**src/hdl/serdes_pkg.sv**
```systemverilog
package serdes_pkg;

    localparam int LEVEL_W = 8;                      // line voltage width
    localparam int COUNT_W = 16;                     // bit / error counter width
    localparam int PRBS_LEN = 7;                     // prbs7 register length

    typedef logic signed [LEVEL_W-1:0] level_t;      // signed voltage level
    typedef logic [1:0] symbol_t;                    // pam4 index, rising level order
    typedef logic [COUNT_W-1:0] count_t;             // saturating counter value

    // checker FSM states
    typedef enum logic [1:0] {
        CHK_IDLE,                                    // nothing received yet
        CHK_SEED,                                    // filling checker register
        CHK_CHECK                                    // comparing against prediction
    } chk_state_t;

    // pam4 levels, equally spaced by 64
    localparam level_t LEVEL_0 = -8'sd96;
    localparam level_t LEVEL_1 = -8'sd32;
    localparam level_t LEVEL_2 = 8'sd32;
    localparam level_t LEVEL_3 = 8'sd96;

    // slicer thresholds, midway between levels
    localparam level_t SLICE_LO = -8'sd64;
    localparam level_t SLICE_MID = 8'sd0;
    localparam level_t SLICE_HI = 8'sd64;

    localparam int ISI_SHIFT = 2;                    // isi = previous level / 4

    localparam logic [PRBS_LEN-1:0] PRBS_SEED = 7'h7F;   // generator reset value
    localparam logic [7:0] NOISE_SEED = 8'hA5;            // noise lfsr reset value

endpackage

```
**src/hdl/prbs_gen.sv**
```systemverilog
`timescale 1ns/100ps

module prbs_gen (
    input  logic clk,
    input  logic rst,
    input  logic link_en,         // advance one bit per enabled cycle
    input  logic inject_err,      // flip the outgoing bit
    output logic prbs_bit,
    output logic prbs_valid
);

    logic [serdes_pkg::PRBS_LEN-1:0] prbs_q;   // x^7 + x^6 + 1 state
    logic                            fb;       // next sequence bit

    // taps at bits 6 and 5
    assign fb = prbs_q[serdes_pkg::PRBS_LEN-1] ^ prbs_q[serdes_pkg::PRBS_LEN-2];

    always_ff @(posedge clk) begin
        if (rst) begin
            prbs_q <= serdes_pkg::PRBS_SEED;
        end else if (link_en) begin
            prbs_q <= {prbs_q[serdes_pkg::PRBS_LEN-2:0], fb};   // shift in at bit 0
        end
    end

    always_ff @(posedge clk) begin
        if (rst) begin
            prbs_valid <= 1'b0;
        end else begin
            prbs_valid <= link_en;                // one bit per enabled cycle
        end
    end

    // error only touches the output, state keeps the clean sequence
    always_ff @(posedge clk) begin
        if (link_en) begin
            prbs_bit <= fb ^ inject_err;
        end
    end

    // all-zero state would lock the generator up
    a_prbs_nonzero: assert property (
        @(posedge clk) disable iff (rst) prbs_q != '0
    );

endmodule

```
**src/hdl/pam4_tx.sv**
```systemverilog
`timescale 1ns/100ps

module pam4_tx (
    input  logic               clk,
    input  logic               rst,
    input  logic               prbs_bit,
    input  logic               prbs_valid,
    output serdes_pkg::level_t tx_level,
    output logic               tx_valid
);

    logic                first_bit;   // high bit of the pair
    logic                half;        // first bit captured, waiting for second
    serdes_pkg::symbol_t sym;         // gray coded pair
    serdes_pkg::level_t  level;       // mapped voltage

    always_comb begin
        sym = {first_bit, first_bit ^ prbs_bit};   // 00,01,11,10 -> 0,1,2,3
        case (sym)
            2'd0:    level = serdes_pkg::LEVEL_0;
            2'd1:    level = serdes_pkg::LEVEL_1;
            2'd2:    level = serdes_pkg::LEVEL_2;
            default: level = serdes_pkg::LEVEL_3;
        endcase
    end

    // pair assembly, a half pair simply waits through idle time
    always_ff @(posedge clk) begin
        if (rst) begin
            half     <= 1'b0;
            tx_valid <= 1'b0;
        end else begin
            tx_valid <= prbs_valid & half;        // second bit completes a symbol
            if (prbs_valid) begin
                half <= ~half;
            end
        end
    end

    always_ff @(posedge clk) begin
        if (prbs_valid && !half) begin
            first_bit <= prbs_bit;                // hold msb
        end
        if (prbs_valid && half) begin
            tx_level <= level;                    // register the level
        end
    end

endmodule

```
**src/hdl/channel_isi.sv**
```systemverilog
`timescale 1ns/100ps

module channel_isi (
    input  logic               clk,
    input  logic               rst,
    input  serdes_pkg::level_t tx_level,
    input  logic               tx_valid,
    output serdes_pkg::level_t line_level,
    output logic               line_valid
);

    serdes_pkg::level_t prev_level;   // last transmitted level, isi source
    serdes_pkg::level_t isi;          // quarter of prev level
    serdes_pkg::level_t noise;        // -4 .. +3
    logic [7:0]         noise_lfsr;   // x^8+x^6+x^5+x^4+1
    logic               noise_fb;

    assign isi = prev_level >>> serdes_pkg::ISI_SHIFT;                // arithmetic shift keeps sign
    assign noise = {{5{noise_lfsr[2]}}, noise_lfsr[2:0]};               // low 3 bits as signed
    assign noise_fb = noise_lfsr[7] ^ noise_lfsr[5] ^ noise_lfsr[4] ^ noise_lfsr[3];

    always_ff @(posedge clk) begin
        if (rst) begin
            prev_level <= '0;                         // quiet line before first symbol
            noise_lfsr <= serdes_pkg::NOISE_SEED;
            line_valid <= 1'b0;
        end else begin
            line_valid <= tx_valid;                   // one cycle through the channel
            if (tx_valid) begin
                prev_level <= tx_level;
                noise_lfsr <= {noise_lfsr[6:0], noise_fb};   // step after each symbol
            end
        end
    end

    // worst case 96 + 24 + 3 = 123 fits in 8 bits signed
    always_ff @(posedge clk) begin
        if (tx_valid) begin
            line_level <= tx_level + isi + noise;
        end
    end

endmodule

```
**src/hdl/dfe_slicer.sv**
```systemverilog
`timescale 1ns/100ps

module dfe_slicer (
    input  logic               clk,
    input  logic               rst,
    input  serdes_pkg::level_t line_level,
    input  logic               line_valid,
    output logic               rx_bit,
    output logic               rx_valid
);

    serdes_pkg::level_t  dec_prev;   // last decided level, feedback tap
    logic signed [8:0]   eq_level;   // equalized sample, spare headroom bit
    serdes_pkg::symbol_t sym;        // slicer decision
    serdes_pkg::level_t  dec_level;  // ideal level of the decision
    logic                low_bit;    // second bit waiting to go out
    logic                pend;       // low_bit still owed

    // cancel the one-tap postcursor
    assign eq_level = line_level - (dec_prev >>> serdes_pkg::ISI_SHIFT);

    always_comb begin
        if (eq_level < serdes_pkg::SLICE_LO) begin
            sym = 2'd0;
        end else if (eq_level < serdes_pkg::SLICE_MID) begin
            sym = 2'd1;
        end else if (eq_level < serdes_pkg::SLICE_HI) begin
            sym = 2'd2;
        end else begin
            sym = 2'd3;
        end
        case (sym)
            2'd0:    dec_level = serdes_pkg::LEVEL_0;
            2'd1:    dec_level = serdes_pkg::LEVEL_1;
            2'd2:    dec_level = serdes_pkg::LEVEL_2;
            default: dec_level = serdes_pkg::LEVEL_3;
        endcase
    end

    always_ff @(posedge clk) begin
        if (rst) begin
            dec_prev <= '0;                       // matches channel's quiet start
            pend     <= 1'b0;
            rx_valid <= 1'b0;
        end else begin
            rx_valid <= line_valid | pend;        // msb now, lsb next cycle
            pend     <= line_valid;
            if (line_valid) begin
                dec_prev <= dec_level;
            end
        end
    end

    // gray decode: msb is sym[1], lsb is sym[1]^sym[0]
    always_ff @(posedge clk) begin
        if (line_valid) begin
            rx_bit  <= sym[1];
            low_bit <= sym[1] ^ sym[0];
        end else if (pend) begin
            rx_bit  <= low_bit;
        end
    end

    // tx pairs bits, so symbols come at most every other cycle
    a_no_overrun: assert property (
        @(posedge clk) disable iff (rst) line_valid |-> !pend
    );

endmodule

```
**src/hdl/link_ctrl.sv**
```systemverilog
`timescale 1ns/100ps

module link_ctrl (
    input  logic               clk,
    input  logic               rst,
    input  logic               enable,
    input  logic               rx_bit,
    input  logic               rx_valid,
    output logic               link_en,
    output logic               locked,
    output serdes_pkg::count_t bit_count,
    output serdes_pkg::count_t err_count
);

    localparam int SEED_W = $clog2(serdes_pkg::PRBS_LEN + 1);

    serdes_pkg::chk_state_t          state;
    logic [serdes_pkg::PRBS_LEN-1:0] chk_reg;    // last 7 received bits
    logic [SEED_W-1:0]               seed_cnt;   // bits loaded so far
    logic                            predict;    // expected next bit
    logic                            mismatch;

    assign predict = chk_reg[serdes_pkg::PRBS_LEN-1] ^ chk_reg[serdes_pkg::PRBS_LEN-2];
    assign mismatch = rx_bit ^ predict;
    assign locked = (state == serdes_pkg::CHK_CHECK);

    always_ff @(posedge clk) begin
        if (rst) begin
            link_en <= 1'b0;
        end else begin
            link_en <= enable;                    // one register stage to the generator
        end
    end

    // self-synchronizing checker, received bits always feed the register
    always_ff @(posedge clk) begin
        if (rst) begin
            state     <= serdes_pkg::CHK_IDLE;
            chk_reg   <= '0;
            seed_cnt  <= '0;
            bit_count <= '0;
            err_count <= '0;
        end else if (rx_valid) begin
            chk_reg <= {chk_reg[serdes_pkg::PRBS_LEN-2:0], rx_bit};
            case (state)
                serdes_pkg::CHK_IDLE: begin
                    seed_cnt <= SEED_W'(1);               // first bit counts toward seed
                    state    <= serdes_pkg::CHK_SEED;
                end
                serdes_pkg::CHK_SEED: begin
                    seed_cnt <= seed_cnt + 1'b1;
                    if (seed_cnt == SEED_W'(serdes_pkg::PRBS_LEN - 1)) begin
                        state <= serdes_pkg::CHK_CHECK;   // register full
                    end
                end
                serdes_pkg::CHK_CHECK: begin
                    if (bit_count != '1) begin
                        bit_count <= bit_count + 1'b1;   // saturate
                    end
                    if (mismatch && err_count != '1) begin
                        err_count <= err_count + 1'b1;
                    end
                end
                default: begin
                    state <= serdes_pkg::CHK_IDLE;
                end
            endcase
        end
    end

endmodule

```
**src/hdl/serdes_top.sv**
```systemverilog
`timescale 1ns/100ps

module serdes_top (
    input  logic               clk,
    input  logic               rst,
    input  logic               enable,        // link on/off level
    input  logic               inject_err,    // single-bit flip at the source
    output serdes_pkg::level_t line_level,
    output logic               line_valid,
    output logic               rx_bit,
    output logic               rx_valid,
    output logic               locked,
    output serdes_pkg::count_t bit_count,
    output serdes_pkg::count_t err_count
);

    logic               link_en;      // registered enable
    logic               prbs_bit;
    logic               prbs_valid;
    serdes_pkg::level_t tx_level;
    logic               tx_valid;

    link_ctrl u_ctrl (
        .clk       (clk),
        .rst       (rst),
        .enable    (enable),
        .rx_bit    (rx_bit),
        .rx_valid  (rx_valid),
        .link_en   (link_en),
        .locked    (locked),
        .bit_count (bit_count),
        .err_count (err_count)
    );

    prbs_gen u_prbs (
        .clk        (clk),
        .rst        (rst),
        .link_en    (link_en),
        .inject_err (inject_err),
        .prbs_bit   (prbs_bit),
        .prbs_valid (prbs_valid)
    );

    pam4_tx u_tx (
        .clk        (clk),
        .rst        (rst),
        .prbs_bit   (prbs_bit),
        .prbs_valid (prbs_valid),
        .tx_level   (tx_level),
        .tx_valid   (tx_valid)
    );

    channel_isi u_channel (
        .clk        (clk),
        .rst        (rst),
        .tx_level   (tx_level),
        .tx_valid   (tx_valid),
        .line_level (line_level),   // also visible at top
        .line_valid (line_valid)
    );

    dfe_slicer u_rx (
        .clk        (clk),
        .rst        (rst),
        .line_level (line_level),
        .line_valid (line_valid),
        .rx_bit     (rx_bit),
        .rx_valid   (rx_valid)
    );

endmodule

```
**config.mk**
```make
export PLATFORM = sky130hd
export DESIGN_NAME = serdes_top
export DESIGN_NICKNAME = d
export VERILOG_FILES = /design/src/hdl/serdes_pkg.sv /design/src/hdl/prbs_gen.sv /design/src/hdl/pam4_tx.sv /design/src/hdl/channel_isi.sv /design/src/hdl/dfe_slicer.sv /design/src/hdl/link_ctrl.sv /design/src/hdl/serdes_top.sv
export SDC_FILE = /design/constraint.sdc
export NUM_CORES = 1
export LEC_CHECK = 0
export ABC_CLOCK_PERIOD_IN_PS = 2700
export BUFFER_PORTS_ARGS = -buffer_cell sky130_fd_sc_hd__buf_2
export CAP_MARGIN = 0
export CORE_ASPECT_RATIO = 1.5
export CORE_MARGIN = 4
export CORE_UTILIZATION = 59
export CTS_CLUSTER_SIZE = 40
export DETAILED_ROUTE_END_ITERATION = 7
export HOLD_SLACK_MARGIN = 0.03
export PLACE_DENSITY = 0.88
export SLEW_MARGIN = 20
export SYNTH_ARGS = -nofsm -noshare
export SYNTH_HDL_FRONTEND = slang
export SYNTH_HIERARCHICAL = 1
export SYNTH_SLANG_ARGS = --single-unit
```
**constraint.sdc**
```tcl
create_clock -name clk -period 2.7 [get_ports clk]
set_input_delay 0.54 -clock clk [delete_from_list [all_inputs] [get_ports clk]]
set_output_delay 0.54 -clock clk [all_outputs]
set_load 0.005 [all_outputs]
```
==> metrics, run 1 <==
GPL Wtd Cong 0.8048; global-route wire length before repair about 14 mm; Hold WC Path Type input port to register; Main synth FF type dfxtp_1; post-synth top area share between 30% and 40%; crit-path cells ha_1 > a21oi_2 > o21ai_4 > a21oi_1 > nor2_1 > ha_1 > and3b_1 > a21oi_1 > o31a_1 > o211ai_1; Ant. Diodes 0; CTS buffer count 9; worst reg-to-reg setup slack ~200 ps; Reg2Reg Launch Point u_channel/line_level[5]$_DFFE_PP_; post-CTS setup buffer count 0; Worst-path clk slew roughly 80 ps; Critical Path AT about 2600 ps; core area 7322 µm²; I/O pin count 48; cts repair resizes 0; Worst Setup Start Kind register; max frequency about 400 MHz; layout cell share with drive strength beyond 1 ~18%; Root Driver clkbuf_8; worst-path fanout max 6; clock sinks just under 90; number of flops mapped to enable cells by yosys 14; CP Capture Type register; Post-Syn Instances 451; Slew HR between 50% and 60%; count of different cell masters after synthesis 63; DIE WIDTH ~80 µm; Buffers on Ports 47; CTS max path bufs 2; fin crit share 92.68%; post-synthesis cell area between 4000 and 5000 µm²; Total Routing Usage GR a little under 20%; area grow syn2layout 11.57%; setup TNS 0 ps; critical path type register to register; vias per cell ~5.5; initial antenna violation count 0; worst slack at placement 222.5 ps; vias in the first global route roughly 3,200; Fill cells around 580; largest net degree at the start of global routing just under 80; Skew-Pair Late Insertion Delay approximately 360 ps; pwr dens about 510 nW/µm²; DIE AREA approximately 9100 µm²; Post-Route WL around 8.2 mm; post-detailed-route count of antenna-violating nets 0; CTS tree done; Crit path max-delay family compound AO/OA/AOI/OAI gates; top post-synthesis cells by count dfxtp_1, nor2_1, xnor2_1, nand2_1; maximum vdd drop between 0.0004 and 0.0005 V; 1st-iter DRT viols roughly 190; leakage power between 0.0015 and 0.002 µW; setup ws final between 150 and 200 ps; Final Max Tran Viols 0; average wire per standard cell between 10 and 15 µm; layout net count approximately 530; crit path time final 2502 ps; htree depth 3; RSZ-0062 raised after global routing no; vias approximately 3,300; yosys warns 6; FF+latch count, synth around 90; sequential fraction of the synthesis area around 43%; Pre-antenna DRT Iters 4; Largest regs u_ctrl/bit_count x16, u_ctrl/err_count x16; cell with the most instances after synthesis dfxtp_1; Slew @ Worst Pin roughly 700 ps; hold path start enable; CP required about 2800 ps; cell taking the most area after synthesis dfxtp_1; Initial Util 61.30%; Crit path largest cell delay about 390 ps; Detailed Place HPWL between 5 and 6 mm; Setup-failing EPs final 0; Synth async-reset ratio 0%; skew final around 9.0 ps; row count 38; outcome finished clean; Overflow after GRT 0; Avg Synthesized Cell Area 9.951 µm²; Final Hold Violating Endpoints 0; DRC viols 0; CP bufs+invs 0; slowest stage cell, crit path edfxtp_1; die span in y approximately 110 µm; synth top area cells dfxtp_1, edfxtp_1, nor2_1; crit path from u_channel/line_level[5]$_DFFE_PP_; MaxCap Viol Count 0; cts hold-fix bufs 0
==> final timing paths <==
check / to / cells past startpoint
setup / recovery: u_rx/low_bit$_DFFE_PP_ / 10
hold / removal: u_ctrl/link_en$_SDFF_PP0_ / 2
setup reg to reg: u_rx/low_bit$_DFFE_PP_ / 10
hold reg to reg: u_prbs/prbs_q[4]$_SDFFE_PP1P_ / 1
==> layout by cell type (no fill, tap or decap), types with 5 or more instances in the layout <==
cell type,synthesis,routed
edfxtp_1,14,14
nor2b_1,14,14
xnor2_1,22,22
buf_2,3,47
a211o_1,6,6
dfxtp_1,75,75
o211ai_1,8,8
nand3_1,13,13
o21ai_0,5,5
nand2_1,21,21
clkbuf_8,0,9
mux2i_1,19,19
inv_1,19,19
and3_1,5,5
nand4_1,9,9
conb_1,2,6
nor2_1,67,67
nor3_1,8,8
a21oi_1,14,14
xor2_1,16,16
fa_1,8,8
ha_1,18,18
==> routing by layer <==
| metal | global-route usage (%) | share of wire [%] |
|---|---|---|
| met5 | 0 | 0 |
| met4 | 10.32 | 2.2 |
| met3 | 2.821 | 3.4 |
| met2 | 34.25 | 53 |
| met1 | 22.40 | 41 |
==> final cells by class <==
cell class,count,area (µm²),area share (%)
multi-input cells,327,2389,47.70
flip-flops and latches,89,1922,38.38
inverters,19,71.32,1.424
clock buffers,12,156.4,3.123
repair buffers,50,270.3,5.397
clock inverters,4,73.82,1.474
well taps,100,125.1,2.499
==> metrics by stage <==
| stage | hold slack (ps) | instances | total power, µW | area, µm² | utilization, % |
|---|---|---|---|---|---|
| floorplan | 426.6 | 455 | 1512 | 4503 | - |
| global placement | 435.4 | 585 | 1526 | 4777 | 65.24 |
| detailed placement | 450.9 | 585 | 1536 | 4777 | 65.24 |
| CTS | 383.0 | 601 | 2553 | 5007 | 68.39 |
| global route | 419.1 | 601 | 2629 | 5007 | 68.39 |
| finish | 394.8 | 601 | 2535 | 5007 | 68.39 |
==> power breakdown <==
group / internal [µW] / total, µW / switching, µW / leakage [µW]
registers: 1360 / 1370 / 11.6 / 0.000733
clock network: 578 / 1030 / 451 / 0.000116
logic: 59.8 / 132 / 71.9 / 0.00113
total: 2000 / 2540 / 535 / 0.00198
==> worst reg2reg max path, cell delays in order, from the launching register on <==
cell	delay [ps]
edfxtp_1	390
ha_1	340
a21oi_2	200
o21ai_4	110
a21oi_1	210
nor2_1	70
ha_1	360
and3b_1	210
a21oi_1	140
o31a_1	160
o211ai_1	80
==> logic make-up after synthesis <==
family / synth area share [%]
fa+ha+maj: 8.587
flops: 42.82
mux: 4.739
xor+xnor: 7.945
compound gates: 9.339
other cells: 0.1673
buf+inv: 4.293
simple gates: 22.11
Note: power is estimated with default switching activity, not from simulation.
==> run 2: changes to the inputs <==
--- a/config.mk
+++ b/config.mk
@@ -8,7 +8,7 @@
 export ABC_CLOCK_PERIOD_IN_PS = 2700
 export BUFFER_PORTS_ARGS = -buffer_cell sky130_fd_sc_hd__buf_2
 export CAP_MARGIN = 0
-export CORE_ASPECT_RATIO = 1.5
+export CORE_ASPECT_RATIO = 0.7
 export CORE_MARGIN = 4
 export CORE_UTILIZATION = 59
 export CTS_CLUSTER_SIZE = 40
==> run 2 against run 1 <==
Effect of this change: sequential power is essentially flat; register-to-register slack got worse by 30 ps; maximum frequency is 1.2% lower; die area barely moved; critical path depth rose by 1; non-clock buffer count increased by 2; first-iteration DRC count increased by 31%; sequential share of layout area rose by 0.35 points; clock power is 20% lower; global-route usage rose by 0.55 points.
==> metrics, run 2 (synthesis gave the netlist of run 1 again) <==
Root Driver clkbuf_8; initial antenna violation count 0 (unchanged); layout net count 528 (+0.38%); Final Hold Violating Endpoints 0 (unchanged); Total Routing Usage GR 19.92% (+0.55 points); P_int 1781 µW (-11%); row count 26 (-32%); GPL Wtd Cong 0.8752 (+8.7%); Skew-Pair Late Insertion Delay 360 ps (about the same); Clk pwr share 35.5% (-5.1 points); Setup-failing EPs final 0 (unchanged); vias 3,286 (-0.57%); switch share 23.55% (+2.5 points); leakage power 0.001961 µW (-1.1%); worst slack at placement 133.4 ps (-89.10 ps); Largest regs u_ctrl/bit_count x16, u_ctrl/err_count x16; pwr dens 469.6 nW/µm² (-7.3%); Gate power share 5.5% (+0.3 points); CTS buffer count 9 (unchanged); area grow syn2layout 10.57%; htree depth 3 (unchanged); most frequent cells in the layout dfxtp_1, nor2_1, buf_2, xnor2_1, nand2_1; critical path type register to register; Hold WC Path Type input port to register; die span in y 80.97 µm (-29%); Worst Setup Start Kind register; max frequency 394.6 MHz (-1.2%); CTS max path bufs 2 (unchanged); Pre-antenna DRT Iters 4 (unchanged); Ant. Diodes 0 (unchanged); CP required 2800 ps (about the same); outcome finished clean; global-route wire length before repair 14.81 mm (+4.3%); Initial Util 61.04% (-0.25 points); Slew HR 41.89% (-11 points); Post-Route WL 8.566 mm (+3.9%); Overflow after GRT 0 (unchanged); core area 7352 µm² (+0.41%); switching pwr 548.8 µW (+2.7%); Slew @ Worst Pin 871.6 ps (+168.4 ps); DRC viols 0 (unchanged); skew final 14.20 ps (+5.221 ps); Reg power frac 59.0% (+4.8 points); DIE WIDTH 112.2 µm (+42%); Critical Path AT 2630 ps (+20 ps); vias in the first global route 3,215 (unchanged); Worst-path clk slew 80 ps (about the same); largest net degree at the start of global routing 46 (-42%); 1st-iter DRT viols 247 (+31%); vias per cell 5.468 (-0.57%); layout cell share with drive strength beyond 1 19.09% (+1.1 points); crit path time final 2534 ps (+31.60 ps); I/O pin count 48 (unchanged); clock sinks 89 (unchanged); RSZ-0062 raised after global routing no; CTS tree done; worst-path fanout max 5 (-1); fin crit share 93.85% (+1.2 points); CP Capture Type register; maximum vdd drop 0.0002824 V (-40%); Buffers on Ports 47 (unchanged); setup TNS 0 ps (unchanged); setup ws final 166.0 ps (-31.60 ps); DIE AREA 9088 µm² (about the same); average wire per standard cell 14.25 µm (+3.9%); MaxCap Viol Count 0 (unchanged); post-detailed-route count of antenna-violating nets 0 (unchanged); most common cell after layout, fill and taps aside dfxtp_1; Detailed Place HPWL 6.161 mm (+7.7%); Final Max Tran Viols 0 (unchanged)
-- run 2: timing repair --
item                       CTS  global route
hold buffers                 0             0
setup endpoints to repair    0             1
resized for setup            0             2
buffers inserted             0             1
-- run 2: cell type report --
class / instances / area, µm²
inverter: 19 / 71.32
multi-input combinational: 327 / 2396
sequential: 89 / 1922
tap: 98 / 122.6
timing repair buffer: 52 / 272.8
fill: 562 / 2390
clock inverter: 6 / 40.04
clock buffer: 10 / 137.6
-- run 2: through the flow --
stage | hold slack, ps | utilization, % | instances | power [µW] | area (µm²)
after floorplan | 426.6 | - | 455 | 1512 | 4503
after global placement | 436.2 | 64.87 | 584 | 1525 | 4770
after detailed placement | 446.2 | 64.87 | 584 | 1533 | 4770
after CTS | 381.3 | 67.29 | 600 | 2354 | 4947
after global routing | 406.8 | 67.49 | 601 | 2432 | 4962
final | 396.3 | 67.49 | 601 | 2330 | 4962
-- run 2: critical path: stages, from the launching register on --
cell and delay, ps:
dfxtp_1 350, inv_1 80, ha_1 310, nand2_1 100
o21ai_4 230, xnor2_1 100, a21o_1 160, ha_1 340
and3b_1 220, a21oi_2 140, o31a_1 170, o211ai_1 90
-- run 2: worst paths after layout --
check,startpoint,end,slack [ps],cells past startpoint
worst max-delay path,u_rx/dec_prev[7]$_SDFFE_PP0P_,u_rx/low_bit$_DFFE_PP_,170,11
worst min-delay path,enable,u_ctrl/link_en$_SDFF_PP0_,400,2
worst max register to register,u_rx/dec_prev[7]$_SDFFE_PP0P_,u_rx/low_bit$_DFFE_PP_,170,11
worst min register to register,u_prbs/prbs_q[3]$_SDFFE_PP1P_,u_prbs/prbs_q[4]$_SDFFE_PP1P_,460,1
-- run 2: power by group through the flow --
stage                     Sequential, µW  Combinational (µW)  Clock (µW)
after floorplan                     1400                 110           0
after global placement              1400                 121           0
after detailed placement            1410                 127           0
after CTS                           1370                 128         851
after global routing                1380                 147         907
final                               1370                 129         826
-- run 2: layer usage --
layer	track usage (%)	share of wire, %	vias to the layer above
li1	-	-	1641
met1	26.19	48	1564
met2	32.34	46	67
met3	6.329	4.5	14
met4	4.922	1.3	0
met5	0	0	-
